### src/ppuPkg.sv
`default_nettype none

package ppuPkg;

   localparam logic [8:0] lineDots       = 9'd456;
   localparam logic [8:0] oamDots        = 9'd80;
   localparam logic [8:0] transferEndDot = 9'd252;

   localparam int unsigned screenWidth   = 160;
   localparam int unsigned vramAddrWidth = 13;
   localparam logic [12:0] tileMapBase   = 13'h1800;

   localparam logic [15:0] vramBusBase = 16'h8000;
   localparam logic [15:0] lcdcAddr    = 16'hFF40;
   localparam logic [15:0] statAddr    = 16'hFF41;
   localparam logic [15:0] lyAddr      = 16'hFF44;
   localparam logic [15:0] lycAddr     = 16'hFF45;
   localparam logic [15:0] bgpAddr     = 16'hFF47;

   typedef enum logic [1:0] {
      modeHBlank    = 2'd0,
      modeVBlank    = 2'd1,
      modeOamSearch = 2'd2,
      modeTransfer  = 2'd3
   } ppuMode;

   typedef struct packed {
      logic        cyc;
      logic        stb;
      logic        we;
      logic [15:0] adr;
      logic [7:0]  dat;
   } wbRequest;

   typedef struct packed {
      logic       ack;
      logic [7:0] dat;
   } wbResponse;

   typedef struct packed {
      logic [7:0] ly;
      ppuMode     mode;
      logic [8:0] dot;
      logic       coincidence;
   } lineStatus;

   typedef struct packed {
      logic [vramAddrWidth-1:0] addr;
      logic                     we;
      logic [7:0]               wdat;
   } vramPort;

   typedef struct packed {
      logic       valid;
      logic [1:0] shade;
      logic [7:0] line;
   } pixelOut;

endpackage

`default_nettype wire

### src/lineTiming.sv
`timescale 1ns/1ps
`default_nettype none

module lineTiming
   import ppuPkg::*;
#(
   parameter int unsigned linesVisible = 144,
   parameter int unsigned linesTotal   = 154
) (
   input  logic       clock,
   input  logic       rstN,
   input  logic       lcdEnable,
   input  logic [7:0] lyc,
   output lineStatus  status,
   output logic       irq
);

   logic [8:0] dotCount;
   logic [7:0] lyCount;
   logic       visible;
   ppuMode     mode;

   always_ff @(posedge clock or negedge rstN) begin
      if (!rstN) begin
         dotCount <= 9'd0;
         lyCount  <= 8'd0;
      end else if (!lcdEnable) begin
         dotCount <= 9'd0;
         lyCount  <= 8'd0;
      end else if (dotCount == lineDots - 9'd1) begin
         dotCount <= 9'd0;
         lyCount  <= (lyCount == 8'(linesTotal - 1)) ? 8'd0 : lyCount + 8'd1;
      end else begin
         dotCount <= dotCount + 9'd1;
      end
   end

   assign visible = lyCount < 8'(linesVisible);

   always_comb begin
      if (!lcdEnable)
         mode = modeHBlank;
      else if (!visible)
         mode = modeVBlank;
      else if (dotCount < oamDots)
         mode = modeOamSearch;
      else if (dotCount < transferEndDot)
         mode = modeTransfer;
      else
         mode = modeHBlank;
   end

   assign status.ly          = lyCount;
   assign status.mode        = mode;
   assign status.dot         = dotCount;
   assign status.coincidence = lyCount == lyc;

   assign irq = mode == modeVBlank;    // Level for whole vblank

endmodule

`default_nettype wire

### config.mk
export PLATFORM = sky130hd
export DESIGN_NAME = lineTiming
export DESIGN_NICKNAME = d
export VERILOG_FILES = /design/src/ppuPkg.sv /design/src/lineTiming.sv
export SDC_FILE = /design/constraint.sdc
export NUM_CORES = 1
export LEC_CHECK = 0
export ABC_CLOCK_PERIOD_IN_PS = 2300
export BUFFER_PORTS_ARGS = -buffer_cell sky130_fd_sc_hd__buf_2
export CAP_MARGIN = 20
export CORE_ASPECT_RATIO = 0.6
export CORE_MARGIN = 4
export CORE_UTILIZATION = 31
export CTS_BUF_LIST = sky130_fd_sc_hd__clkbuf_4
export CTS_CLUSTER_DIAMETER = 60
export DETAILED_ROUTE_END_ITERATION = 10
export SLEW_MARGIN = 0
export SYNTH_ARGS = -nofsm -noshare
export SYNTH_HDL_FRONTEND = slang
export SYNTH_SLANG_ARGS = --single-unit
### constraint.sdc
create_clock -name clock -period 2.3 [get_ports clock]
set_input_delay 0.115 -clock clock [delete_from_list [all_inputs] [get_ports clock]]
set_output_delay 0.115 -clock clock [all_outputs]
set_load 0.02 [all_outputs]
### Yosys cells after proc, flatten, opt, wreduce, memory -nomap -nowiden

Index checks and enable logic that the tools add are counted.
W data, S select, Z words.

| storage, ports and cells | value |
|---|---|
| register bits | 17 |
| bits of input ports | 11 |
| output and inout port bits | 21 |
| word-level logic and storage cells | 21 |

| operators by class | value |
|---|---|
| add/sub/neg operators | 2 |
| $lt $le $gt $ge | 3 |
| eq/ne operators | 5 |
| mux-type cells | 9 |

Operators by type and width:

| kind | count |
|---|---|
| $mux W8 | 3 |
| $mux W9 | 2 |
| $add A9 B1 Y9 const B | 1 |
| $eq A9 B9 Y1 const B | 1 |
| $lt A9 B7 Y1 const B | 1 |
| $lt A9 B8 Y1 const B | 1 |
| $add A8 B1 Y8 const B | 1 |
| $eq A8 B8 Y1 | 1 |
| $eq A8 B8 Y1 const B | 1 |
| $lt A8 B8 Y1 const B | 1 |
| $mux W2 | 4 |
| $eq A2 B1 Y1 const B | 1 |
| $ne A2 B1 Y1 const B | 1 |

### Logic depth before layout (Yosys ltp)

| depth | value |
|---|---|
| word-level depth | 6 |
| mapped depth | 7 |

### Worst setup path before layout

OpenSTA, ideal clock, no wires.

| path | value |
|---|---|
| path kind | reg2reg |
| start point | register lyCount[1] |
| end point | register lyCount[5] |
| setup time | 0.083 ns |
| arrival | 1.944 ns |
| data required time | 2.217 ns |
| path slack | 0.274 ns |
| cell stages (with the launch flop) | 8 |
| period minus slack after synthesis | 2.026 ns |
| path through | dfrtp_1 > inv_1 > ha_1 > nor4b_1 > and4_2 > dlygate4sd1_1 > or4_1 > o21ai_0 |

| between the ends | value |
|---|---|
| cells in the longest elaborated chain, start to end | 4 |

Ends and longest elaborated chain:

| element | line | text |
|---|---|---|
| from (decl) | lineTiming.sv:19 | `logic [7:0] lyCount;` |
| from (signal assigned) | lineTiming.sv:32 | `lyCount <= (lyCount == 8'(linesTotal - 1)) ? 8'd0 : lyCount + 8'd1;` |
| $add A8 B1 Y8 or $eq A8 B8 Y1 (tied branches) | lineTiming.sv:32 |  |
| $mux W8 * | lineTiming.sv:32 |  |
| $mux W8 * | lineTiming.sv:30 | `end else if (dotCount == lineDots - 9'd1) begin` |
| $mux W8 * | lineTiming.sv:27 | `end else if (!lcdEnable) begin` |

Every way passes the cells marked *; elsewhere a longest branch is shown, timed or not. The select of a mux whose other input is x is not followed.
A chain may end at the register's enable or synchronous reset.

### Final worst setup path

| path | value |
|---|---|
| start point | register dotCount[0] |
| end point | register lyCount[5] |

| between the ends | value |
|---|---|
| cells in the longest elaborated chain, start to end | 2 |

Ends and longest elaborated chain:

| element | line | text |
|---|---|---|
| from (decl) | lineTiming.sv:18 | `logic [8:0] dotCount;` |
| from (signal assigned) | lineTiming.sv:34 | `dotCount <= dotCount + 9'd1;` |
| $eq A9 B9 Y1 | lineTiming.sv:30 |  |
| $ne A2 B1 Y1 (no source line) | -- |  |

No other way between the ends.

==> out/results.tsv <==
metric	value	unit
status	finished clean	
met1_length	1.33	mm
num_rows	16	
synth_top_family_by_area	simple AND/OR/NAND/NOR gates	
synthTopCellsByCount	17 x dfrtp_1, 10 x a21oi_1, 9 x xnor2_1	
io_buffers	31	
ys_ff_latch	17	
cp_max_fo	13	
gp_congestion	0.820	
cp-startpoint	dotCount[0]$_DFF_PN0_	
cts_buffers	3	
hp-class	primary input to flip-flop	
seq_area	425	um^2
nFillCells	352	
drc	0	
clkLatencyLatePin	0.29	ns
grtUsageTotal	12.6	%
p_leak	0.580	nW
topRoutingLayerUsed	met3	
synth_edf_count	0	
vias_per_cell	5.17	
r2r-end	lyCount[5]$_DFFE_PN0P_	
wl	2.63	mm
yosysMostFrequentCell	dfrtp_1	
fin_skew	0.00424	ns
dp_hpwl	1.98	mm
hold_depth	2	
drv_slew	0	
synthArstFlopShare	100	%
grt_max_degree	18	
post-place-cells	190	
crit_arrival	2.27	ns
synthFlopType	dfrtp_1	
first_pass_iters	4	
cellPowerDensity	414	nW/um^2
multiInputGateArea	586	um^2
ant_nets	0	
synth_xor_area_share	9.66	%
setup_viol	0	
synth_compound_area_share	14.8	%
path_class	flip-flop to flip-flop	
antenna_found_initial	0	
period_needed	2.07	ns
rsz0062_at_grt	false	
diodes	0	
period_share	90.0	%
holdPathEnd	lyCount[2]$_DFFE_PN0P_	
synth_top_cell_area_share	39.1	%
nets	165	
hold_viol_final	0	
die_h	53.9	um
maxCapViolCount	0	
synth_cell_type_count	41	
synth_fa_ha_area_share	3.45	%
cts_buffer_depth	2	
syn_nets	133	
path_clk_slew	0.10	ns
post_cts_buffers	0	
syn_avg_cell_area	9.15	um^2
reg2reg_depth	5	
cp-start-kind	flip-flop	
ios	32	
drt_iter0_drc	100	
htree_levels	1	
synth_cells	119	
dieWidth	84.5	um
dr_wl_met3	165	um
grt_pass1_wl	4.56	mm
dr_total_vias	1009	
coreArea	3320	um^2
hp-start	lcdEnable	
floorplan.initialDensity	32.8	%
slew_headroom	73.9	%
fin_cells	195	
wire_per_inst	13.5	um
synth.largest_area_cell	dfrtp_1	
r2r_setup_slack	0.23	ns
synth_area	1090	um^2
r2r-start	dotCount[0]$_DFF_PN0_	
required	2.51	ns
yosys.area_share.simple	25.9	%
setup_tns	0	ns
synthTopCellsByArea	dfrtp_1 39%, xnor2_1 7.2%, a21oi_1 4.6%	
yosysWarningCount	0	
ir_drop	225	uV
fmax	483	MHz
cp-end-kind	flip-flop	
muxShareOfSynthArea	0	%
yosysSeqAreaShare	39.1	%
clock-root-buffer	clkbuf_4	
overflow	0	
grt_pass1_vias	977	
area_growth_syn_to_layout	19.4	%
finalPower	0.538	mW
worstMarginPinSlew	0.386	ns
clock-sinks	17	
dieArea	4550	um^2
cts_tree	built	
drive_above_1_share	29.3	%
wl_met2	1.14	mm
==> sequential cells by signal (all words and copies together) (netlist names) <==
| signal | count |
|---|---|
| lyCount | 8 |
| dotCount | 9 |
==> through the flow <==
| step | utilization [%] | setup WS (ns) | cell area [um^2] | hold WS (ns) |
|---|---|---|---|---|
| finish | 39.1 | 0.231 | 1300 | 0.135 |
| global route | 39.1 | 0.120 | 1300 | 0.122 |
| CTS | 39.1 | 0.239 | 1300 | 0.122 |
| detailed placement | 37.9 | 0.275 | 1260 | 0.0623 |
| global placement | 37.9 | 0.333 | 1260 | 0.0593 |
| floorplan | - | 0.274 | 1090 | -0.181 |
==> power by group <==
group,switching (mW),internal [mW]
combinational,0.0328,0.0239
sequential,0.00512,0.303
clock,0.0942,0.0794
total,0.132,0.406
==> logic make-up after synthesis <==
kind of cell	count (synthesis)
simple gates	48
buf+inv	13
fa+ha+maj	3
compound gates	26
xor+xnor	12
flops	17
==> worst max-delay path, cell delays in order (launching register included) <==
cell,delay (ns)
dfrtp_1,0.41
ha_1,0.24
nand2_2,0.10
or4_4,0.58
or4_1,0.54
o21ai_0,0.11
==> layout by cell type (no fill, tap or decap), types with 3 or more instances in the layout <==
cell type  count
nand2_1        6
nand3_1        6
dfrtp_1       17
nor2_1         8
o21ai_0        6
o21a_1         3
buf_2         31
xor2_1         3
or3_2          3
ha_1           3
nand4_1        4
inv_1          6
a21oi_1       10
clkbuf_4       4
or3_1          3
xnor2_1        9
==> layer usage <==
metal  vias up  track usage [%]
met5         -                0
met4         0             2.37
met3         0             4.13
met2        38             20.5
met1       480             16.8
li1        491                -
==> worst max path at each step <==
stage	endpoint	depth (start not counted)	slack, ns
3_3_place_gp	lyCount[6]$_DFFE_PN0P_	5	0.33
4_1_cts	lyCount[5]$_DFFE_PN0P_	5	0.24
5_1_grt	lyCount[6]$_DFFE_PN0P_	5	0.12
2_1_floorplan	lyCount[5]$_DFFE_PN0P_	7	0.27
6_report	lyCount[5]$_DFFE_PN0P_	5	0.23
3_5_place_dp	lyCount[5]$_DFFE_PN0P_	5	0.28
==> final cells by class <==
| class | count | share of cell area [%] |
|---|---|---|
| well taps | 45 | 4.33 |
| clock buffers | 4 | 2.31 |
| multi-input cells | 89 | 45.0 |
| flip-flops and latches | 17 | 32.7 |
| repair buffers | 34 | 13.9 |
| inverters | 6 | 1.73 |
==> timing repair <==
item                                   in CTS  in global routing
hold buffers                                1                  0
endpoints found under the hold margin      17                  0
resized for setup                           0                  0
Power figures use the tool's default switching activity.
