`src/ppuPkg.sv`:
```
`default_nettype none

package ppuPkg;

   localparam logic [8:0] lineDots       = 9'd456;
   localparam logic [8:0] oamDots        = 9'd80;
   localparam logic [8:0] transferEndDot = 9'd252;

   localparam int unsigned screenWidth   = 160;
   localparam int unsigned vramAddrWidth = 13;
   localparam logic [12:0] tileMapBase   = 13'h1800;

   localparam logic [15:0] vramBusBase = 16'h8000;
   localparam logic [15:0] lcdcAddr    = 16'hFF40;
   localparam logic [15:0] statAddr    = 16'hFF41;
   localparam logic [15:0] lyAddr      = 16'hFF44;
   localparam logic [15:0] lycAddr     = 16'hFF45;
   localparam logic [15:0] bgpAddr     = 16'hFF47;

   typedef enum logic [1:0] {
      modeHBlank    = 2'd0,
      modeVBlank    = 2'd1,
      modeOamSearch = 2'd2,
      modeTransfer  = 2'd3
   } ppuMode;

   typedef struct packed {
      logic        cyc;
      logic        stb;
      logic        we;
      logic [15:0] adr;
      logic [7:0]  dat;
   } wbRequest;

   typedef struct packed {
      logic       ack;
      logic [7:0] dat;
   } wbResponse;

   typedef struct packed {
      logic [7:0] ly;
      ppuMode     mode;
      logic [8:0] dot;
      logic       coincidence;
   } lineStatus;

   typedef struct packed {
      logic [vramAddrWidth-1:0] addr;
      logic                     we;
      logic [7:0]               wdat;
   } vramPort;

   typedef struct packed {
      logic       valid;
      logic [1:0] shade;
      logic [7:0] line;
   } pixelOut;

endpackage

`default_nettype wire

```
`src/bgFetcher.sv`:
```
`timescale 1ns/1ps
`default_nettype none

module bgFetcher
   import ppuPkg::*;
(
   input  logic                     clock,
   input  logic                     rstN,
   input  lineStatus                status,
   input  logic [7:0]               vramRdata,
   output logic [vramAddrWidth-1:0] vramAddr,
   output logic [2*screenWidth-1:0] indexLine,
   output logic                     lineReady
);

   localparam logic [4:0] tileColumns = 5'(screenWidth / 8);
   localparam logic [4:0] fetchSlots  = tileColumns + 5'd1;    // Last slot idles

   logic [2:0] step;
   logic [4:0] column;
   logic [7:0] tileNum;
   logic [7:0] lowPlane;
   logic       fetching;

   assign fetching = status.mode == modeTransfer && column != fetchSlots;

   // Address for step n, data back in step n+1
   always_comb begin
      case (step)
         3'd0, 3'd1: vramAddr = tileMapBase + 13'({status.ly[7:3], column});
         3'd2, 3'd3: vramAddr = {1'b0, tileNum, status.ly[2:0], 1'b0};
         default:    vramAddr = {1'b0, tileNum, status.ly[2:0], 1'b1};
      endcase
   end

   always_ff @(posedge clock or negedge rstN) begin
      if (!rstN) begin
         step      <= 3'd0;
         column    <= 5'd0;
         lineReady <= 1'b0;
      end else begin
         lineReady <= fetching && column == fetchSlots - 5'd1 && step == 3'd5;
         if (status.mode != modeTransfer) begin
            step   <= 3'd0;    // Armed for next mode 3
            column <= 5'd0;
         end else if (fetching) begin
            if (step == 3'd5) begin
               step   <= 3'd0;
               column <= column + 5'd1;
            end else begin
               step <= step + 3'd1;
            end
         end
      end
   end

   always_ff @(posedge clock) begin
      if (fetching && step == 3'd1)
         tileNum <= vramRdata;
      if (fetching && step == 3'd3)
         lowPlane <= vramRdata;
      if (fetching && step == 3'd5 && column < tileColumns) begin
         for (int i = 0; i < 8; i++) begin
            // Bit 7 is the leftmost pixel
            indexLine[{column, 3'(i), 1'b0} +: 2] <= {vramRdata[7 - i], lowPlane[7 - i]};
         end
      end
   end

endmodule

`default_nettype wire

```
`config.mk`:
```
export PLATFORM = sky130hd
export DESIGN_NAME = bgFetcher
export DESIGN_NICKNAME = d
export VERILOG_FILES = /design/src/ppuPkg.sv /design/src/bgFetcher.sv
export SDC_FILE = /design/constraint.sdc
export NUM_CORES = 1
export LEC_CHECK = 0
export BUFFER_PORTS_ARGS = -buffer_cell sky130_fd_sc_hd__buf_2
export CAP_MARGIN = 5
export CORE_ASPECT_RATIO = 0.8
export CORE_MARGIN = 5
export CORE_UTILIZATION = 39
export CTS_BUF_LIST = sky130_fd_sc_hd__clkbuf_4 sky130_fd_sc_hd__clkbuf_8
export DETAILED_ROUTE_END_ITERATION = 8
export GPL_TIMING_DRIVEN = 0
export HOLD_SLACK_MARGIN = 0.02
export SETUP_SLACK_MARGIN = 0.3
export SKIP_CTS_REPAIR_TIMING = 1
export SLEW_MARGIN = 15
export SYNTH_ARGS = -nofsm -noshare
export SYNTH_HDL_FRONTEND = slang
export SYNTH_SLANG_ARGS = --single-unit
```
`constraint.sdc`:
```
create_clock -name clock -period 4.15 [get_ports clock]
set_clock_uncertainty 0.2 [all_clocks]
set_input_delay 1.0375 -clock clock [delete_from_list [all_inputs] [get_ports clock]]
set_output_delay 1.0375 -clock clock [all_outputs]
set_load 0.01 [all_outputs]
```
---- After elaboration in Yosys (flattened, before gate mapping) ----
Index checks and enable logic that the tools add are counted.
operators by class
  add/sub/neg operators ................... 11
  magnitude comparators ................... 1
  equal/unequal tests ..................... 8
  shift-type cells ........................ 16
  muxes and demuxes ....................... 15
  reduce and logical (&&, ||, !) cells .... 13
operators by type and width
  operator                    number
  $bwmux W320                 8
  $shift A2 B11 Y320 const A  8
  $shiftx A2 B11 Y320         8
  $neg A9 Y11                 8
  $pmux W13 S2                1
  $mux W5                     3
  $add A12 B11 Y13 const A    1
  $mux W3                     3
  $logic_and A1 B1 Y1         7
  $eq A3 B2 Y1 const B        2
  $add A5 B1 Y5 const B       1
  $eq A5 B5 Y1 const B        1
  $lt A5 B5 Y1 const B        1
  $ne A5 B5 Y1 const B        1
  $reduce_bool A2 Y1          2
  $reduce_or A2 Y1            2
  $add A3 B1 Y3 const B       1
  $eq A3 B1 Y1 const B        1
  $eq A3 B3 Y1 const B        1
  $logic_not A3 Y1            1
  $eq A2 B2 Y1 const B        1
  $ne A2 B2 Y1 const B        1
  $reduce_and A2 Y1           1
storage, ports and cells
  register bits after elaboration ......... 345
  input port bits ......................... 30

---- Logic depth before layout (Yosys ltp) ----
  word-level depth ........................ 10
  mapped depth ............................ 9

---- Least setup slack after synthesis ----
No wires, ideal clock.
  kind .................................... reg-to-reg
  start point ............................. reg column[1]
  end point ............................... reg indexLine[178] (enable)
  library setup time ...................... 0.384 ns
  data arrival time ....................... 2.439 ns
  data required time ...................... 3.566 ns
  slack ................................... 1.127 ns
  stages on the path, launching flop included .. 9
  buffers on the path ..................... 3
  period minus slack after synthesis ...... 3.023 ns
  path through ............................ dfrtp_1 -> buf_6 -> clkbuf_1 -> inv_1 -> ha_1 -> buf_2 -> nand4b_2 -> nand3_1 -> nor2_1
on the way
  cells in the longest elaborated chain, start to end .. 4
ends and longest elaborated chain
  item                                                                  line             RTL
  from (decl)                                                           bgFetcher.sv:20  logic [4:0] column;
  from (signal assigned)                                                bgFetcher.sv:49  column <= column + 5'd1;
  parallel branches: the longest is 3 deep, another holds $lt A5 B5 Y1  --
  $logic_and A1 B1 Y1 *                                                 bgFetcher.sv:62  if (fetching && step == 3'd5 && column < tileColumns) begin
  to (signal, indexed assignment)                                       bgFetcher.sv:65  indexLine[{column, 3'(i), 1'b0} +: 2] <= {vramRdata[7 - i], lowPlane[7 - i]};
  to (decl)                                                             bgFetcher.sv:12  output logic [2*screenWidth-1:0] indexLine,
Every way passes the cells marked *.
A chain may end at the register's enable or synchronous reset.

---- Worst setup path in the final report ----
  start point ............................. reg column[1]
  end point ............................... reg indexLine[257] (enable)
Same word-level chain as after synthesis.

==> key figures <==
Hold path
  – Class of the most critical hold timing path: primary input to async pin

Timing
  – Slew headroom: 26.00%
  – Setup repair after global routing missed its margin: no
  – Timing-limited maximum frequency: between 0.2 and 0.3 GHz
  – Worst hold-check slack: about 92 ps
  – Final count of hold timing violations: 0
  – Period utilisation layout: 90.83%
  – Slew at the pin closest to its max-slew limit: between 1000 and 1500 ps
  – Final Max Slew Viols: 0
  – Final Setup Violations: 0
  – Fin worst setup slack: ~380 ps
  – Clock period minus worst slack: 3769 ps

Global route
  – Vias in the first global route: 9490
  – Wire length of the first global-routing pass: about 66 mm
  – Aggregate global-route resource usage: 23.53%
  – Gr ovfl total: 0
  – Antenna violations before repair: 3
  – Largest net degree at the start of global routing: 16

Logic synthesis
  – Main combinational cell family by area after synthesis: simple AND/OR/NAND/NOR gates
  – Async set-or-reset flop fraction in the synthesized netlist: roughly 2.6%
  – Number of warnings issued by yosys: 0
  – Dominant synthesized flop cell: edfxtp_1
  – Number of enable-type register cells in the synthesized netlist: about 340
  – Unique masters post-synth: 48
  – Gate count after technology mapping: roughly 960
  – XOR/XNOR Fraction of Synth Area: 0%
  – Syn nets: roughly 1000
  – Adder-Cell Fraction of Synth Area: 0.9215%
  – Simple logic cell fraction of the synthesized area: 16.85%
  – Post-synthesis average cell area: around 14 um^2
  – Synthesized cell area: roughly 14000 um^2
  – Post-synthesis sequential area ratio: 75.97%
  – Synthesized-area fraction occupied by ao, oa, aoi and oai cells: about 3.2%
  – Multiplexer area fraction after synthesis: less than 1%
  – Post-synthesis register bit count: between 300 and 400

Power
  – Maximum ir drop on the vdd rail: between 0.2 and 0.25 mV
  – Overall power consumption: around 7000 uW
  – Static leakage power: between 0.006 and 0.007 uW
  – Power Density: between 300 and 400 nW/um^2

Cells and area
  – Antenna Cells: 0
  – Fin nets: 1413
  – Fraction of layout instances using a drive strength above 1: between 30% and 40%
  – Multi-input gate area in the final layout: 2999 um^2
  – Area taken by flip-flops and latches: about 10000 um^2
  – Most common library cell in the layout ignoring fill and taps: buf_2
  – Top library cells by usage in the layout, fill and taps aside: buf_2, edfxtp_1, nor2_1
  – Final cell utilization of the core: 49.48%
  – Layout overhead on the synthesized area: 26.00%
  – Layout filler cell count: ~3000

Routing
  – DRT Wirelength: 47.00 mm
  – First DRT Iteration DRCs: about 1000
  – Routed length per instance: 24.90 um
  – Number of iterations in the first detailed-routing pass: 5
  – Vias per inst: 5.250
  – Via count: roughly 9900
  – Detailed-route DRC error count: 0
  – Number of antenna-violating nets in the routed design: 0

CTS
  – Clk sinks: 345
  – H-tree levels: 2
  – CTS tree: done
  – Clock transition at path regs: ~70 ps
  – Number of buffers added by the clock tree synthesis step: 54
  – Clk Latency, worst-skew pair: 600 ps
  – Maximum clock insertion buffer count: 3
  – Buffer type at the clock tree root: clkbuf_8

Setup path
  – Largest fanout of any net on the critical path: 10
  – Category of cells accounting for the largest share of critical-path delay: buffers and inverters
  – Required time at the worst-slack endpoint: about 4200 ps
  – Worst r2r src: column[1]
  – Kind of end point of the critical path: flop
  – Arrival time worst endpoint: ~3800 ps
  – Chain of cells forming the critical path: buf_6 -> clkbuf_2 -> inv_1 -> ha_1 -> ha_1 -> or2_2 -> clkbuf_1 -> nand4b_1 -> nor3_1
  – Delay contributed by the slowest stage of the critical path: about 460 ps
  – Crit path top cell by count: ha_1
  – R2R Path End: indexLine[257]
  – Stages on the worst setup path: 9
  – Slowest stage cell on the critical path: dfrtp_1
  – Type of the setup path with the least slack: flop to flop
  – Startpoint type of the worst setup path: flop
  – Critical path buffer and inverter count: 4
  – Logic depth of the worst register-to-register path: 9
  – FF-to-FF setup slack: between 300 and 400 ps

Die
  – Placeable Area: ~35000 um^2
  – Die outline area: 38670 um^2
  – Die Height: 176.9 um
  – Top Ports: approximately 360
  – Width of the chip: roughly 220 um
  – Initial standard-cell utilization of the core: roughly two fifths
  – Row count: 61

Placement
  – Post-DP HPWL: ~33 mm
  – Final weighted congestion in routability-driven placement: 0.8778
  – Worst Setup Slack post-DPL: -178.3 ps
  – Number of buffer cells added on primary ports: 353

Run status
  – Outcome: finished, final reports clean

Job
  – Max-cap viol count: 0
==> layer usage <==
metal  vias up  share of wire, %  GRT usage [%]
li1       4282                 -              -
met1      4984                42          33.57
met2       543                45          35.74
met3        91                10          5.952
met4         6               3.1          7.481
met5         -             0.096              0
==> final cells by class <==
class | count | share of cell area [%]
Buffer | 56 | 1.660
Clock buffer | 79 | 5.551
Clock inverter | 19 | 0.9068
Inverter | 6 | 0.1316
Multi-Input combinational cell | 555 | 17.53
Sequential cell | 345 | 60.29
Tap cell | 472 | 3.452
Timing Repair Buffer | 355 | 10.48
==> cell families after synthesis <==
logic type / Yosys count
multiplexers: 10
AND/OR/NAND/NOR: 482
flip-flops: 345
adder cells (fa/ha/maj): 10
buffers and inverters: 62
AO/OA/AOI/OAI: 53
==> Yosys cell counts, types with 10 or more instances <==
cell type / count / area, um^2
edfxtp_1: 336 / 10090
nor2_1: 243 / 912.1
nand2_1: 55 / 206.5
and2_1: 50 / 312.8
buf_2: 31 / 155.2
and3_1: 30 / 187.7
nor3_1: 27 / 135.1
nand3_1: 26 / 130.1
clkbuf_1: 19 / 71.32
a211oi_2: 16 / 200.2
a21oi_1: 15 / 75.07
ha_1: 10 / 125.1
mux2_2: 10 / 112.6
==> registers in the layout (all words and copies together) (netlist names) <==
name,flops
column,5
lineReady,1
lowPlane,8
tileNum,8
step,3
indexLine,320
==> stage by stage <==
stage          std cells  instance area [um^2]  setup TNS, ps
2_1_floorplan        962                 13580              0
3_3_place_gp        1787                 15940         -37330
3_5_place_dp        1789                 15980         -14620
4_1_cts             1887                 17080         -13300
5_1_grt             1887                 17110              0
6_report            1887                 17110              0
==> report_power, final <==
| group | leakage, uW | internal (uW) | switching (uW) |
|---|---|---|---|
| combinational | 0.00248 | 18.0 | 41.9 |
| sequential | 0.00319 | 3770 | 2.24 |
| clock | 0.000584 | 1600 | 1370 |
| total | 0.00624 | 5390 | 1410 |
==> how the worst max path moves through the flow <==
| stage | start | end | slack (ps) |
|---|---|---|---|
| floorplan | column[1] | indexLine[178] | 1130 |
| global placement | column[1] | indexLine[59] | -420 |
| detailed placement | column[1] | indexLine[10] | -180 |
| CTS | column[1] | indexLine[2] | -180 |
| global route | column[1] | indexLine[256] | 320 |
| finish | column[1] | indexLine[257] | 380 |
(Power assumes the default switching activity.)
