**src/ppuPkg.sv**
```systemverilog
`default_nettype none

package ppuPkg;

   localparam logic [8:0] lineDots       = 9'd456;
   localparam logic [8:0] oamDots        = 9'd80;
   localparam logic [8:0] transferEndDot = 9'd252;

   localparam int unsigned screenWidth   = 160;
   localparam int unsigned vramAddrWidth = 13;
   localparam logic [12:0] tileMapBase   = 13'h1800;

   localparam logic [15:0] vramBusBase = 16'h8000;
   localparam logic [15:0] lcdcAddr    = 16'hFF40;
   localparam logic [15:0] statAddr    = 16'hFF41;
   localparam logic [15:0] lyAddr      = 16'hFF44;
   localparam logic [15:0] lycAddr     = 16'hFF45;
   localparam logic [15:0] bgpAddr     = 16'hFF47;

   typedef enum logic [1:0] {
      modeHBlank    = 2'd0,
      modeVBlank    = 2'd1,
      modeOamSearch = 2'd2,
      modeTransfer  = 2'd3
   } ppuMode;

   typedef struct packed {
      logic        cyc;
      logic        stb;
      logic        we;
      logic [15:0] adr;
      logic [7:0]  dat;
   } wbRequest;

   typedef struct packed {
      logic       ack;
      logic [7:0] dat;
   } wbResponse;

   typedef struct packed {
      logic [7:0] ly;
      ppuMode     mode;
      logic [8:0] dot;
      logic       coincidence;
   } lineStatus;

   typedef struct packed {
      logic [vramAddrWidth-1:0] addr;
      logic                     we;
      logic [7:0]               wdat;
   } vramPort;

   typedef struct packed {
      logic       valid;
      logic [1:0] shade;
      logic [7:0] line;
   } pixelOut;

endpackage

`default_nettype wire

```
**src/pixelStreamer.sv**
```systemverilog
`timescale 1ns/1ps
`default_nettype none

module pixelStreamer
   import ppuPkg::*;
(
   input  logic                     clock,
   input  logic                     rstN,
   input  lineStatus                status,
   input  logic [7:0]               bgp,
   input  logic [2*screenWidth-1:0] indexLine,
   input  logic                     lineReady,
   output pixelOut                  pixel
);

   localparam logic [7:0] lastPixel = 8'(screenWidth - 1);

   logic                     readyFlag;
   logic                     streaming;
   logic [7:0]               pixelCount;
   logic [7:0]               lineNum;
   logic [2*screenWidth-1:0] lineBuf;
   logic [1:0]               colourIndex;
   logic                     hblankStart;
   logic                     takeLine;

   // Only reached on a visible line with the LCD on
   assign hblankStart = status.mode == modeHBlank && status.dot == transferEndDot;
   assign takeLine    = hblankStart && readyFlag;

   always_ff @(posedge clock or negedge rstN) begin
      if (!rstN) begin
         readyFlag  <= 1'b0;
         streaming  <= 1'b0;
         pixelCount <= 8'd0;
         lineNum    <= 8'd0;
      end else if (takeLine) begin
         readyFlag  <= 1'b0;
         streaming  <= 1'b1;
         pixelCount <= 8'd0;
         lineNum    <= status.ly;
      end else begin
         if (lineReady)
            readyFlag <= 1'b1;
         if (streaming) begin
            if (pixelCount == lastPixel)
               streaming <= 1'b0;
            pixelCount <= pixelCount + 8'd1;
         end
      end
   end

   always_ff @(posedge clock) begin
      if (takeLine)
         lineBuf <= indexLine;
   end

   assign colourIndex = lineBuf[{pixelCount, 1'b0} +: 2];

   assign pixel.valid = streaming;
   assign pixel.shade = bgp[{colourIndex, 1'b0} +: 2];    // BGP lookup
   assign pixel.line  = lineNum;

endmodule

`default_nettype wire

```
**config.mk**
```make
export PLATFORM = sky130hd
export DESIGN_NAME = pixelStreamer
export DESIGN_NICKNAME = d
export VERILOG_FILES = /design/src/ppuPkg.sv /design/src/pixelStreamer.sv
export SDC_FILE = /design/constraint.sdc
export NUM_CORES = 1
export LEC_CHECK = 0
export ABC_AREA = 1
export ABC_CLOCK_PERIOD_IN_PS = 10900
export BUFFER_PORTS_ARGS = -buffer_cell sky130_fd_sc_hd__buf_2
export CAP_MARGIN = 20
export CORE_AREA = 2 2 148 208
export DETAILED_ROUTE_END_ITERATION = 8
export DIE_AREA = 0 0 150 210
export GPL_ROUTABILITY_DRIVEN = 0
export PLACE_DENSITY_LB_ADDON = 0.08
export SETUP_SLACK_MARGIN = 0.3
export SLEW_MARGIN = 30
export SYNTH_ARGS = -nofsm -noshare
export SYNTH_HDL_FRONTEND = slang
export SYNTH_SLANG_ARGS = --single-unit
export TNS_END_PERCENT = 20
```
**constraint.sdc**
```tcl
create_clock -name clock -period 10.9 [get_ports clock]
set_input_delay 0.545 -clock clock [delete_from_list [all_inputs] [get_ports clock]]
set_output_delay 0.545 -clock clock [all_outputs]
set_load 0.01 [all_outputs]
```
# Yosys cells after proc, flatten, opt, wreduce, memory -nomap -nowiden
# Index checks and enable logic that the tools add are counted.
[word_totals] ff_bits=338 inputBits=351 word_cells=22
[classes] addsub=1 n_eq_ne=2 shifts=2 mux=7 reduce_logical=5
[ops] op="$shiftx A320 B10 Y2" count=1
[ops] op="$mux W8" count=2
[ops] op="$eq A9 B8 Y1 const B" count=1
[ops] op="$add A8 B1 Y8 const B" count=1
[ops] op="$eq A8 B8 Y1 const B" count=1
[ops] op="$shiftx A8 B4 Y2" count=1
[ops] op="$mux W1" count=5
[ops] op="$reduce_bool A2 Y1" count=2
[ops] op="$logic_and A1 B1 Y1" count=2
[ops] op="$logic_not A2 Y1" count=1

# Depth between registers and ports, before layout
[logic_depth] ltp_word=4 mapped_depth=20

# Worst setup path after synthesis
# OpenSTA, ideal clock, no wires.
[synth_timing] path_type="input-to-reg" start="in status[2] (netlist bit)" end="reg lineBuf[0], enable pin" setup_time_ns=0.812 arrival_ns=10.125 t_required_ns=10.088 setup_slack_ns=-0.037 cell_stages=5 cell_sequence="or2_2 -> nor4_1 -> nand2_1 -> inv_1 -> clkbuf_1"
[synth_between] elab_chain_cells=3
[synth_rtl] element="start, declared" line_no="pixelStreamer.sv:9" text="input lineStatus status,"
[synth_rtl] element="$eq A9 B8 Y1" line_no="pixelStreamer.sv:28" text="assign hblankStart = status.mode == modeHBlank && status.dot == transferEndDot;"
[synth_rtl] element="$logic_and A1 B1 Y1" line_no="pixelStreamer.sv:28"
[synth_rtl] element="$logic_and A1 B1 Y1" line_no="pixelStreamer.sv:29" text="assign takeLine = hblankStart && readyFlag;"
[synth_rtl] element="net takeLine" line_no="pixelStreamer.sv:25" text="logic takeLine;"
[synth_rtl] element="end signal, assigned" line_no="pixelStreamer.sv:55" text="lineBuf <= indexLine;"
[synth_rtl] element="end, declared" line_no="pixelStreamer.sv:22" text="logic [2*screenWidth-1:0] lineBuf;"
# The timed path passes the listed nets, and every way through them passes these cells.
# A chain may end at the register's enable or synchronous reset.

==> summary.md <==
| Metric | Value |
|---|---|
| Number of sinks driven by the clock tree | about 340 |
| Slowest stage delay, CP | 0.82 ns |
| Largest net degree at the start of global routing | 111 |
| Post-synth cell types | 33 |
| Congestion Overflow GR | 0 |
| Clock-pin slew on the worst setup and hold paths | around 0.060 ns |
| Area growth, synth to finish | 21.6% |
| Most area-consuming cells after synthesis | sky130_fd_sc_hd__edfxtp_1 (68%), sky130_fd_sc_hd__nand2_1 (11%), sky130_fd_sc_hd__nand3_1 (6.4%), sky130_fd_sc_hd__dfrtp_1 (3.2%), sky130_fd_sc_hd__inv_1 (2.2%) |
| Detailed Routing Iterations Pass 1 | 4 |
| Period utilisation layout | 43.0% |
| Kind of start point of the critical path | flip-flop |
| Share of synthesized flip-flops with an asynchronous set or reset | between 5 and 6% |
| HPWL Detailed | 23800 µm |
| Sequential cell area in the final layout | 10100 µm² |
| Tightest slew margin relative to the limit | 37.5% |
| Routed wire length per instance | 18.3 µm |
| Ordered list of cells on the worst path | inv_4 > buf_4 > o21ai_1 > nand3_1 > nand3_1 > nand2_1 > nand3_1 > nand2_1 > nand2_1 > nand2_1 > nand2_2 > nand2_2 > nand2_1 > nand3_1 > nand2_1 > buf_2 |
| RSZ-0062 raised after global routing | false |
| Footprint of the multi-input gates | between 3000 and 4000 µm² |
| Most frequent cells in the layout | sky130_fd_sc_hd__nand2_1 (401), sky130_fd_sc_hd__buf_2 (360), sky130_fd_sc_hd__edfxtp_1 (320) |
| Buffers on Ports | 360 |
| Count of flip-flops with a built-in enable after synthesis | 320 |
| Post-synthesis cell type with the largest combined area | sky130_fd_sc_hd__edfxtp_1 |
| CTS tree | done |
| Hold WC Path Type | in -> reg |
| Cell Pwr Density | around 220 nW/µm² |
| Remaining number of nets flagged by the antenna check after routing | 0 |
| Fraction of layout cells with a size suffix above 1 | 26.9% |
| Maximum buffer depth of the clock tree | 3 |
| Setup clock skew after layout | around 0.011 ns |
| Post-detailed-route DRC marker count | 0 |
| Floorplan row count | 75 |
| Register-to-register setup slack | slightly above 8 ns |
| Synth Area per Inst | approximately 11 µm² |
| Required time of the critical path | 10.36 ns |
| HP Start | indexLine[145] |
| Most common cell after layout, fill and taps aside | sky130_fd_sc_hd__nand2_1 |
| Final setup TNS | 0 ns |
| Flop and latch count out of synthesis | 338 |
| Most instantiated flip-flop cell in the synthesis netlist | sky130_fd_sc_hd__edfxtp_1 |
| Post-synth top area share | just under 70% |
| Cts bufs inserted | 34 |
| Clock Latency Late Sink | 0.52 ns |
| Mapped cell area | ~14000 µm² |
| Die height | approximately 210 µm |
| Maximum clock frequency | roughly 210 MHz |
| Period minus WS final | about 4.7 ns |
| Sequential share of the synthesized area | 71.3% |
| Max Fanout on Critical Path | 85 |
| Initial antenna violation count | 18 |
| DRT Wirelength | 36600 µm |
| Number of max-cap violations | 0 |
| Final number of setup-violating endpoints | 0 |
| Vias after detailed routing | a little over 10000 |
| WP data arrival | roughly 4.2 ns |
| Initial Utilization | roughly 48% |
| Number of vias per cell after detailed routing | 5.02 |
| Type of element capturing the critical path | output pin |
| Run status | finished clean |
| Core footprint | between 20000 and 30000 µm² |
| Area of all placed cells without fillers | 17200 µm² |
| Total Die Area | ~32000 µm² |
| Cell with the most instances on the worst path | sky130_fd_sc_hd__nand2_1 |
| Startpoint of the lowest-slack register-to-register path | pixelCount[2] |
| First-pass GRT wire length | 54400 µm |
| All-layer global routing usage | between 20 and 25% |
| Count of nets after finishing | roughly 1900 |
| Least-Margin Pin Slew | between 0.9 and 1 ns |
| Number of hold violations in the final report | 0 |
| Horiz. Die Dim | 150 µm |
| Gate count after technology mapping | 1241 |
| Worst IR drop on VDD | ~0.15 mV |
| Top Ports | about 360 |
| Post-CTS repair timing setup buffer count | 0 |
| Worst Path Class, Setup | reg -> out |
| Launch point of the critical path | pixelCount[0] |
| Lkg Pwr | about 7.2 nW |
| Resized cells post-CTS | 0 |
| Number of fill cells | 2621 |
| Iteration-0 DRC Markers | 693 |
| Vias in the first global route | approximately 10000 |
| Max Transition Viols Final | 0 |
| H-tree lvl count | 2 |
| Net count after synthesis | ~1600 |
| YS warnings | 0 |
| Crit-path slowest cell | sky130_fd_sc_hd__buf_4 |
| Clock root buffer | sky130_fd_sc_hd__clkbuf_16 |
| Placed cell areas | ~16000 µm² |
==> cells by family (layout without fill, tap and decap cells) <==
group | after synthesis | count (layout) | share of synthesized area, %
buffers and inverters | 154 | 518 | 5.64
AO/OA/AOI/OAI | 83 | 83 | 3.26
other | 0 | 16 | 0
AND/OR/NAND/NOR | 664 | 664 | 19.6
XOR/XNOR | 1 | 1 | 0.0621
adder cells (fa/ha/maj) | 1 | 1 | 0.0887
flip-flops | 338 | 338 | 71.3
==> synth_stat cells, types with 2 or more instances <==
cell                       count
sky130_fd_sc_hd__nand2_1     401
sky130_fd_sc_hd__edfxtp_1    320
sky130_fd_sc_hd__nand3_1     180
sky130_fd_sc_hd__inv_1        81
sky130_fd_sc_hd__nor2_1       65
sky130_fd_sc_hd__buf_4        24
sky130_fd_sc_hd__o21ai_1      23
sky130_fd_sc_hd__buf_2        22
sky130_fd_sc_hd__o21ai_0      22
sky130_fd_sc_hd__a21oi_1      20
sky130_fd_sc_hd__dfrtp_1      18
sky130_fd_sc_hd__buf_6        13
sky130_fd_sc_hd__o22ai_1       6
sky130_fd_sc_hd__clkbuf_1      5
sky130_fd_sc_hd__o221ai_1      5
sky130_fd_sc_hd__clkinv_1      4
sky130_fd_sc_hd__nor3_1        4
sky130_fd_sc_hd__o211ai_1      4
sky130_fd_sc_hd__inv_2         3
sky130_fd_sc_hd__nand2_2       3
sky130_fd_sc_hd__nor3b_1       3
sky130_fd_sc_hd__or2_2         3
sky130_fd_sc_hd__nand4_1       2
==> cell type report <==
| type | instances | area share (%) |
|---|---|---|
| well taps | 385 | 2.81 |
| flip-flops and latches | 338 | 58.7 |
| repair buffers | 369 | 10.9 |
| diodes | 16 | 0.233 |
| clock buffers | 42 | 5.57 |
| multi-input cells | 749 | 19.0 |
| clock inverters | 18 | 0.759 |
| inverters | 89 | 2.04 |
==> worst max-delay path: cells and delay by family (launching register included) <==
kind            cells  cell delay (ns)
flops               1             0.60
simple gates       12             1.11
compound gates      1             0.21
buf+inv             3             1.57
==> report_power, final <==
| group | leakage [nW] | internal, mW | total [mW] | switching, mW |
|---|---|---|---|---|
| clock | 0.532 | 0.667 | 1.14 | 0.470 |
| combinational | 3.53 | 0.329 | 1.03 | 0.706 |
| sequential | 3.10 | 1.44 | 1.52 | 0.0799 |
==> layer usage <==
metal / global-route usage (%) / up-vias / share of wire [%]
met2: 40.5 / 322 / 52
met5: 0 / - / 0.18
li1: - / 4944 / -
met3: 5.52 / 73 / 7.2
met1: 27.3 / 4730 / 37
met4: 9.60 / 10 / 3.4
==> worst paths after layout <==
| check | end | cells past startpoint |
|---|---|---|
| min in group asynchronous | lineNum[0] | 2 |
| min | lineBuf[145] | 1 |
| min reg2reg | lineNum[4] | 2 |
| max | pixel[8] | 16 |
| max reg2reg | pixelCount[7] | 7 |
| max in group asynchronous | pixelCount[1] | 2 |
==> what timing repair did <==
| item | in CTS | in global routing |
|---|---|---|
| setup endpoints to repair | 0 | 0 |
| hold buffers | 1 | 0 |
| hold endpoints to repair | 18 | 0 |
==> per-stage QoR <==
stage	total power [mW]	hold WS (ns)	std cells	setup WS (ns)	util, %
final	3.69	0.195	2006	6.21	57.8
after global routing	3.91	0.174	2002	5.81	57.8
after CTS	3.74	0.170	1990	6.12	57.7
after detailed placement	2.60	0.463	1929	6.69	54.0
after global placement	2.58	0.460	1929	6.71	54.0
after floorplan	2.26	0.249	1241	4.96	-
==> registers in the layout, indices dropped and copies added, names as in the netlist <==
signal	count
streaming	1
readyFlag	1
lineNum	8
pixelCount	8
lineBuf	320
Note: power is estimated with default switching activity, not from simulation.
