$ cat src/ppuPkg.sv
`default_nettype none

package ppuPkg;

   localparam logic [8:0] lineDots       = 9'd456;
   localparam logic [8:0] oamDots        = 9'd80;
   localparam logic [8:0] transferEndDot = 9'd252;

   localparam int unsigned screenWidth   = 160;
   localparam int unsigned vramAddrWidth = 13;
   localparam logic [12:0] tileMapBase   = 13'h1800;

   localparam logic [15:0] vramBusBase = 16'h8000;
   localparam logic [15:0] lcdcAddr    = 16'hFF40;
   localparam logic [15:0] statAddr    = 16'hFF41;
   localparam logic [15:0] lyAddr      = 16'hFF44;
   localparam logic [15:0] lycAddr     = 16'hFF45;
   localparam logic [15:0] bgpAddr     = 16'hFF47;

   typedef enum logic [1:0] {
      modeHBlank    = 2'd0,
      modeVBlank    = 2'd1,
      modeOamSearch = 2'd2,
      modeTransfer  = 2'd3
   } ppuMode;

   typedef struct packed {
      logic        cyc;
      logic        stb;
      logic        we;
      logic [15:0] adr;
      logic [7:0]  dat;
   } wbRequest;

   typedef struct packed {
      logic       ack;
      logic [7:0] dat;
   } wbResponse;

   typedef struct packed {
      logic [7:0] ly;
      ppuMode     mode;
      logic [8:0] dot;
      logic       coincidence;
   } lineStatus;

   typedef struct packed {
      logic [vramAddrWidth-1:0] addr;
      logic                     we;
      logic [7:0]               wdat;
   } vramPort;

   typedef struct packed {
      logic       valid;
      logic [1:0] shade;
      logic [7:0] line;
   } pixelOut;

endpackage

`default_nettype wire

$ cat src/wbRegisterFile.sv
`timescale 1ns/1ps
`default_nettype none

module wbRegisterFile
   import ppuPkg::*;
(
   input  logic       clock,
   input  logic       rstN,
   input  wbRequest   wbReq,
   input  lineStatus  status,
   input  logic [7:0] cpuVramRdata,
   output wbResponse  wbRsp,
   output vramPort    cpuVram,
   output logic       lcdEnable,
   output logic [7:0] lyc,
   output logic [7:0] bgp
);

   logic [7:0] lcdc;
   logic [3:0] statUpper;    // STAT bits 6..3
   logic       accept;
   logic       vramSel;
   logic       vramBlocked;
   logic [7:0] regData;
   logic       ackQ;
   logic       vramReadQ;
   logic       blockedQ;
   logic [7:0] regDataQ;

   assign accept      = wbReq.cyc && wbReq.stb && !ackQ;
   assign vramSel     = wbReq.adr[15:vramAddrWidth] == vramBusBase[15:vramAddrWidth];
   assign vramBlocked = status.mode == modeTransfer;

   assign cpuVram.addr = wbReq.adr[vramAddrWidth-1:0];
   assign cpuVram.we   = accept && wbReq.we && vramSel && !vramBlocked;
   assign cpuVram.wdat = wbReq.dat;

   always_comb begin
      case (wbReq.adr)
         lcdcAddr: regData = lcdc;
         statAddr: regData = {1'b0, statUpper, status.coincidence, status.mode};
         lyAddr:   regData = status.ly;
         lycAddr:  regData = lyc;
         bgpAddr:  regData = bgp;
         default:  regData = 8'hFF;    // Open bus
      endcase
   end

   always_ff @(posedge clock or negedge rstN) begin
      if (!rstN) begin
         ackQ      <= 1'b0;
         vramReadQ <= 1'b0;
         blockedQ  <= 1'b0;
         lcdc      <= 8'h00;
         statUpper <= 4'h0;
         lyc       <= 8'h00;
         bgp       <= 8'h00;
      end else begin
         ackQ <= accept;
         if (accept) begin
            vramReadQ <= vramSel;
            blockedQ  <= vramBlocked;
            if (wbReq.we) begin
               case (wbReq.adr)
                  lcdcAddr: lcdc      <= wbReq.dat;
                  statAddr: statUpper <= wbReq.dat[6:3];
                  lycAddr:  lyc       <= wbReq.dat;
                  bgpAddr:  bgp       <= wbReq.dat;
                  default:  ;
               endcase
            end
         end
      end
   end

   always_ff @(posedge clock) begin
      if (accept)
         regDataQ <= regData;
   end

   assign lcdEnable = lcdc[7];
   assign wbRsp.ack = ackQ;
   // RAM output already carries one clock of latency
   assign wbRsp.dat = vramReadQ ? (blockedQ ? 8'hFF : cpuVramRdata) : regDataQ;

endmodule

`default_nettype wire
$ cat config.mk
export PLATFORM = sky130hd
export DESIGN_NAME = wbRegisterFile
export DESIGN_NICKNAME = d
export VERILOG_FILES = /design/src/ppuPkg.sv /design/src/wbRegisterFile.sv
export SDC_FILE = /design/constraint.sdc
export NUM_CORES = 1
export LEC_CHECK = 0
export BUFFER_PORTS_ARGS = -buffer_cell sky130_fd_sc_hd__buf_2
export CORE_UTILIZATION = 46
export DETAILED_ROUTE_END_ITERATION = 8
export PLACE_DENSITY = 0.81
export REMOVE_ABC_BUFFERS = 1
export SETUP_SLACK_MARGIN = 0.1
export SYNTH_ARGS = -nofsm -noshare
export SYNTH_HDL_FRONTEND = slang
export SYNTH_SLANG_ARGS = --single-unit
$ cat constraint.sdc
create_clock -name clock -period 2.2 [get_ports clock]
set_input_delay 0.66 -clock clock [delete_from_list [all_inputs] [get_ports clock]]
set_output_delay 0.66 -clock clock [all_outputs]
set_load 0.1 [all_outputs]
Word level (Yosys, flattened, before mapping)

Cells that the tools add are included.

Flip-flop bits (word level): 39
Logic and storage cells: 29
Input port bits: 57
Output and inout port bits: 48

Multiplexer cells: 3
Equality and inequality tests: 7
Reductions and logical operators: 11

Operators with widths:

| kind                 | count |
|---|---|
| $eq 16x16->1 const B | 5 |
| $pmux 8 s5           | 1 |
| $mux 8               | 2 |
| $reduce_and 3->1     | 4 |
| $logic_and 1x1->1    | 5 |
| $eq 3x3->1 const B   | 1 |
| $eq 2x2->1 const B   | 1 |
| $logic_not 1->1      | 2 |

Depth between registers and ports, before layout

Gate-level depths: netlist (run 1).

Depth after elaboration: 5
Mapped depth: 5
Depth with buffers taken out: 4

Worst setup path after synthesis (run 1)

Ideal clock, no wire load.

Kind: input -> output
Start point: input port wbReq[21] (netlist name)
End point: output port cpuVram[8] (netlist name)
Arrival: 3.341 ns
Stages on the path: 2
Data required time: 1.540 ns
Path buffers: 0
Slack: -1.801 ns
Path through: or3b_2 -> nor3b_1

RTL lines:

| element         | RTL line             | text |
|---|---|---|
| start, declared | wbRegisterFile.sv:9  | `input wbRequest wbReq,` |
| end, declared   | wbRegisterFile.sv:13 | `output vramPort cpuVram,` |

==> results of run 1 <==
-- placed cells by master, fill, tap and decap left out, types with 2 or more instances in the layout --
cell	Yosys	routed
nand3b_1	2	2
mux2_4	8	16
clkbuf_8	0	5
buf_2	0	79
o22a_1	7	7
nor4_1	3	3
o21ai_0	2	2
buf_6	1	6
nand4b_1	2	2
dfrtp_1	31	30
nor2_1	4	4
nand4_1	3	3
a21oi_1	3	3
a221o_1	6	6
buf_4	22	17
mux2_2	27	19
inv_1	3	3
nand4bb_1	2	2
nand3_1	6	6
buf_12	0	14
edfxtp_1	8	8
nand2_1	5	5
a22oi_1	8	8
-- worst max-delay path by stage --
stage / start / end / slack (ps) / cells after the start
2_1_floorplan: wbReq[21] / cpuVram[8] / -1800 / 2
3_3_place_gp: wbReq[15] / lyc[7] / -240 / 7
3_5_place_dp: wbReq[15] / lyc[5] / -260 / 7
4_1_cts: wbReq[22] / cpuVram[8] / -80 / 5
5_1_grt: wbReq[21] / cpuVram[8] / -100 / 5
6_report: wbReq[21] / cpuVram[8] / -60 / 5
-- cell usage after synthesis --
library cell / n / area, µm²
a221o_1: 6 / 60.1
nand4b_4: 1 / 23.8
nor3_1: 1 / 5.00
clkbuf_1: 3 / 11.3
mux2_4: 8 / 120
nand4_1: 3 / 18.8
o21ai_0: 2 / 10.0
nand2_1: 5 / 18.8
nor4_1: 3 / 18.8
mux2_2: 27 / 304
and4_1: 1 / 8.76
dfrtp_1: 31 / 776
nand4bb_1: 2 / 22.5
inv_1: 3 / 11.3
buf_4: 22 / 165
a21oi_1: 3 / 15.0
nand3b_1: 2 / 15.0
nand3_2: 1 / 10.0
edfxtp_1: 8 / 240
nand2b_1: 1 / 6.26
nor3_2: 2 / 20.0
o22a_1: 7 / 61.3
nor2_1: 4 / 15.0
or4_4: 1 / 11.3
or3_1: 1 / 6.26
nand3_1: 6 / 30.0
or3b_2: 1 / 8.76
nor4b_2: 1 / 15.0
nor3b_1: 1 / 7.51
a22oi_1: 8 / 60.1
mux2i_1: 1 / 10.0
nand4b_1: 2 / 17.5
buf_6: 1 / 11.3
-- worst reg2reg max path: stages, from the launching register on --
cell and delay, ps:
dfrtp_1 390, nand4b_1 240, or4_4 470, buf_6 140
nor3_4 230, buf_6 180, mux2_4 300
-- logic make-up (layout without fill, tap and decap cells) --
group,Yosys count,count (layout)
multiplexers,36,36
buffers and inverters,29,128
flip-flops,39,39
AND/OR/NAND/NOR,39,39
AO/OA/AOI/OAI,26,26
-- flip-flops by register name, summed over array words and instances, names as in the netlist --
| name | count |
|---|---|
| ackQ | 1 |
| bgp | 8 |
| blockedQ | 1 |
| lcdc | 8 |
| lyc | 8 |
| regDataQ | 8 |
| statUpper | 4 |
| vramReadQ | 1 |
-- routing by layer --
metal,share of wire,up-vias,wire (µm)
li1,-,823,-
met1,0.41,850,2190
met2,0.49,100,2590
met3,0.082,8,431
met4,0.012,0,65
met5,0,-,0
-- metrics by stage --
| stage | TNS [ps] | area, µm² | setup slack (ps) | std cells | utilization |
|---|---|---|---|---|---|
| 2_1_floorplan | -5870 | 1950 | -1800 | 143 | - |
| 3_3_place_gp | -3720 | 2860 | -244 | 311 | 0.647 |
| 3_5_place_dp | -3840 | 2860 | -260 | 311 | 0.647 |
| 4_1_cts | -79.9 | 3000 | -79.9 | 319 | 0.680 |
| 5_1_grt | -180 | 3060 | -95.7 | 320 | 0.694 |
| 6_report | -55.7 | 3060 | -55.7 | 320 | 0.694 |
-- area by class of cell --
cell class,count,area [µm²]
Inverter,3,11.3
Fill cell,316,1350
Clock buffer,5,68.8
Timing Repair Buffer,117,886
Sequential cell,39,1020
Multi-Input combinational cell,101,971
Clock inverter,3,43.8
Tap cell,52,65.1
-- power breakdown --
part / switching, mW / total [mW] / internal (mW)
Combinational: 0.355 / 0.508 / 0.153
Sequential: 0.00825 / 0.754 / 0.746
Clock: 0.266 / 0.604 / 0.338
Total: 0.630 / 1.87 / 1.24
-- repair_timing --
action | in CTS | in global routing
setup buffers | 0 | 1
resized for setup | 8 | 14
pin swaps | 2 | 5
endpoints found under the setup margin | 21 | 22
==> results.md, run 1 <==
- Worst skew pair latency: 300 ps
- Number of distinct library cells after synthesis: 33
- Synth warnings: 0
- DRC Markers: 0
- FF+latch count, synth: 39
- Worst Max-Slew Pin Slew: ~700 ps
- Synth-to-layout area growth: 43.5%
- Vias in the first global route: between 1500 and 2000
- Via count: between 1500 and 2000
- Share of cells above drive strength 1: 0.638
- Final ANT Viol Nets: 0
- H-tree depth: 2
- Clock root cell: clkbuf_8
- Fmax: 0.443 GHz
- Global-route wire length before repair: ~8300 µm
- Worst Path Arrival: approximately 1600 ps
- Setup crit start kind: primary input
- Initial Util: 0.484
- Final Max Slew Viols: 0
- Num CTS Buffers: 5
- Placer Congestion: 0.791
- Hold WS: 399 ps
- Worst VDD drop: around 0.49 mV
- Pwr/cell area: 609 nW/µm²
- Relative slew slack: 0.535
- Post-synthesis mux area share: 0.203
- Max_cap viols: 0
- CP max-delay cell: or3b_4
- Reg2Reg Depth: 6
- DRT iter0 DRCs: 87
- Critical Path Sink Type: output pin
- Final clock skew: 7.38 ps
- Adder-cell share of the synthesized area: 0
- Static leakage: 1.53 nW
- Gr usage total: 0.222
- HPWL Detailed: roughly 4000 µm
- Required time of the worst setup path: around 1500 ps
- Clk buf depth: 2
- Syn Inst Count: roughly 170
- Simple-gate share of the synthesized area: 0.131
- Clock-pin slew on the worst setup and hold paths: around 80 ps
- First drt pass iteration count: 4
- Largest delay share family, worst path: simple AND/OR/NAND/NOR gates
- Syn Std Cell Area: around 2100 µm²
- Final Hold Vio Count: 0
- Largest net degree at the start of global routing: 32
- Compound-cell area share of the yosys netlist: 0.0967
- Antenna violations before repair: 0
- Num rows: 24
- Core ar.: ~4400 µm²
- Worst Slack Setup Final: -55.7 ps
- Top-Level Pins: ~110
- Seq/Total Area, Yosys: 0.476
- Worst reg-to-reg setup slack: between 100 and 150 ps
- Die Footprint: 4920 µm²
- Final period util: 1.03
- Final setup viols: 1
- Top Usage Layer GRT: met2
- Largest family of logic cells by synthesized area: multiplexers
- TritonCTS clock tree: yes
- RSZ-0062 raised after global routing: yes
- CTS sink cnt: 39
- R2R Path End: lyc[6]
- Worst Path Buf+Inv: 3
- Ant. Diodes: 0
- Chip width: approximately 70 µm
- Tightest Hold Check Type: in2async
- Crit-path cells: buf_6 > or3b_4 > nor3b_2 > buf_4 > buf_12
- Slowest stage delay, CP: ~390 ps
- Overall power: roughly 1.9 mW
- Avg Cell Area, Syn: approximately 13 µm²
- M2 GR Usage: 0.357
- Met3 Track Usage GR: 0.0519
- Die extent in y: 70.1 µm
- CP Class: in2out
- Synth Area in XOR/XNOR: 0
- FF-to-FF Start: ackQ
- Failing checks: setup timing
- Cts hold-fix bufs: 0
- Crit-path max FO: 2
- Vias/cell: around 5.6
- # port buffers: 95
- Routed WL: roughly 5300 µm
- Routed WL per cell: roughly 16 µm
- Outcome: finished with violations
- Total global routing overflow: 0
- Count of nets after finishing: 324
- Final min period: 2260 ps
- Met1 GRT Util: 0.295
(Power assumes the default switching activity.)
==> inputs of run 2 (changes only) <==
--- a/config.mk
+++ b/config.mk
@@ -6,9 +6,9 @@
 export NUM_CORES = 1
 export LEC_CHECK = 0
 export BUFFER_PORTS_ARGS = -buffer_cell sky130_fd_sc_hd__buf_2
-export CORE_UTILIZATION = 46
+export CORE_UTILIZATION = 45
 export DETAILED_ROUTE_END_ITERATION = 8
-export PLACE_DENSITY = 0.81
+export PLACE_DENSITY = 0.8
 export REMOVE_ABC_BUFFERS = 1
 export SETUP_SLACK_MARGIN = 0.1
 export SYNTH_ARGS = -nofsm -noshare
==> results.md, run 2 (synthesis results as in run 1) <==
- Chip width: 70.9 µm (was 70.1 µm)
- Synth-to-layout area growth: 44.0% (was 43.5%)
- Outcome: finished with violations (unchanged)
- Clock root cell: clkbuf_8 (unchanged)
- Cts hold-fix bufs: 0 (unchanged)
- Final ANT Viol Nets: 0 (unchanged)
- CP Class: in2out (unchanged)
- Global-route wire length before repair: 8980 µm (was 8310 µm)
- Worst Max-Slew Pin Slew: 700 ps (was 697 ps)
- Total global routing overflow: 0 (unchanged)
- Num rows: 24 (unchanged)
- Tightest Hold Check Type: in2async (unchanged)
- DRC Markers: 2 (was 0)
- Reg2Reg Depth: 5 (was 6)
- TritonCTS clock tree: yes (unchanged)
- Die Footprint: 5020 µm² (was 4920 µm²)
- Critical Path Sink Type: output pin (unchanged)
- Initial Util: 0.480 (was 0.484)
- Count of nets after finishing: 326 (was 324)
- Final Max Slew Viols: 0 (unchanged)
- Flop pwr share: 0.404 (about the same)
- Failing checks: DRC, setup timing (was setup timing)
- Final Hold Vio Count: 0 (unchanged)
- Cell Int Power: 1.25 mW (was 1.24 mW)
- Clk buf depth: 2 (unchanged)
- Setup TNS: -115 ps (was -55.7 ps)
- Switching share of total power: 0.334 (was 0.337)
- H-tree depth: 2 (unchanged)
- Clock share of power: 0.318 (was 0.323)
- Final setup viols: 1 (unchanged)
- Worst skew pair latency: 300 ps (about the same)
- Via count: 1790 (was 1781)
- Share of cells above drive strength 1: 0.637 (was 0.638)
- Static leakage: 1.54 nW (was 1.53 nW)
- Fmax: 0.432 GHz (was 0.443 GHz)
- Clock-pin slew on the worst setup and hold paths: 80 ps (about the same)
- HPWL Detailed: 4100 µm (was 3910 µm)
- Required time of the worst setup path: 1540 ps (about the same)
- Routed WL per cell: 17.2 µm (was 16.5 µm)
- Max_cap viols: 0 (unchanged)
- Vias/cell: 5.56 (was 5.57)
- Die extent in y: 70.9 µm (was 70.1 µm)
- RSZ-0062 raised after global routing: yes (unchanged)
- Worst VDD drop: 0.491 mV (about the same)
- Routed WL: 5540 µm (was 5270 µm)
- Pwr/cell area: 608 nW/µm² (was 609 nW/µm²)
- Top-Level Pins: 105 (unchanged)
- Largest net degree at the start of global routing: 32 (unchanged)
- Num CTS Buffers: 5 (unchanged)
- Crit-path max FO: 2 (unchanged)
- Worst Path Arrival: 1650 ps (was 1600 ps)
- Antenna violations before repair: 0 (unchanged)
- Setup crit start kind: primary input (unchanged)
- Commonest cells after routing, fill and taps aside: 76 x buf_2, 30 x dfrtp_1, 24 x mux2_2 (was 79 x buf_2, 30 x dfrtp_1, 19 x mux2_2)
- Placer Congestion: 0.826 (was 0.791)
- Final min period: 2310 ps (was 2260 ps)
- Logic pwr share: 0.279 (was 0.272)
- Overall power: 1.87 mW (about the same)
- Final period util: 1.05 (was 1.03)
- Final clock skew: 6.12 ps (was 7.38 ps)
- Core ar.: 4440 µm² (was 4410 µm²)
- Relative slew slack: 0.533 (was 0.535)
- Worst Slack Setup Final: -115 ps (was -55.7 ps)
- DRT iter0 DRCs: 82 (was 87)
- First drt pass iteration count: 8 (was 4)
- Sw Pwr: 0.624 mW (was 0.630 mW)
- # port buffers: 95 (unchanged)
- Gr usage total: 0.232 (was 0.222)
- CTS sink cnt: 39 (unchanged)
- Ant. Diodes: 0 (unchanged)
- Most common cell after layout, fill and taps aside: buf_2 (unchanged)
- Vias in the first global route: 1795 (was 1733)
==> run 2: cell count changes in the layout (fill, tap and decap cells not counted), sizes merged <==
cell | before | now
buf | 117 | 119
==> run 2: path summary, 6_finish.rpt <==
kind / from / end / slack, ps
max: wbReq[21] / cpuVram[8] / -110
min: rstN / bgp[7] / 400
max reg2reg: ackQ / bgp[1] / 240
min reg2reg: lcdc[5] / lcdc[5] / 510
max in group asynchronous: rstN / vramReadQ / 1300
min in group clock: lcdc[5] / lcdc[5] / 510
==> run 2: power by group through the flow <==
| stage | registers [mW] | clock network (mW) | logic (mW) |
|---|---|---|---|
| CTS | 0.755 | 0.606 | 0.516 |
| finish | 0.755 | 0.594 | 0.521 |
| floorplan | 0.774 | 0 | 0.151 |
| global placement | 0.768 | 0 | 0.508 |
| global route | 0.756 | 0.635 | 0.541 |
| detailed placement | 0.769 | 0 | 0.512 |
==> run 2: metrics by stage <==
stage | area (µm²) | hold WS [ps] | worst slack (ps) | utilization | std cells
2_1_floorplan | 1950 | 364 | -1800 | - | 143
3_3_place_gp | 2890 | 484 | -246 | 0.649 | 313
3_5_place_dp | 2890 | 491 | -250 | 0.649 | 313
4_1_cts | 3030 | 430 | -63.9 | 0.681 | 321
5_1_grt | 3070 | 450 | -121 | 0.692 | 322
6_report | 3070 | 404 | -115 | 0.692 | 322
==> run 2: routing by layer <==
layer	part of all wire	track usage
met2	0.52	0.406
met3	0.061	0.0541
met4	0.0072	0.0578
met1	0.41	0.292
met5	0	0
==> run 2: repair_timing <==
item / CTS / global route
gates resized for setup: 7 / 9
setup endpoints to repair: 14 / 19
setup buffers: 0 / 1
==> run 2: final cells by class <==
| class | instances | area, µm² |
|---|---|---|
| clock buffers | 5 | 68.8 |
| clock inverters | 3 | 43.8 |
| fillers | 310 | 1370 |
| inverters | 3 | 11.3 |
| multi-input cells | 101 | 947 |
| flip-flops and latches | 39 | 1020 |
| well taps | 52 | 65.1 |
| repair buffers | 119 | 921 |
==> run 2: worst max-delay path, cell delays in order <==
cell	delay [ps]
buf_6	100
or3b_4	400
nor3b_2	190
buf_4	150
buf_12	160
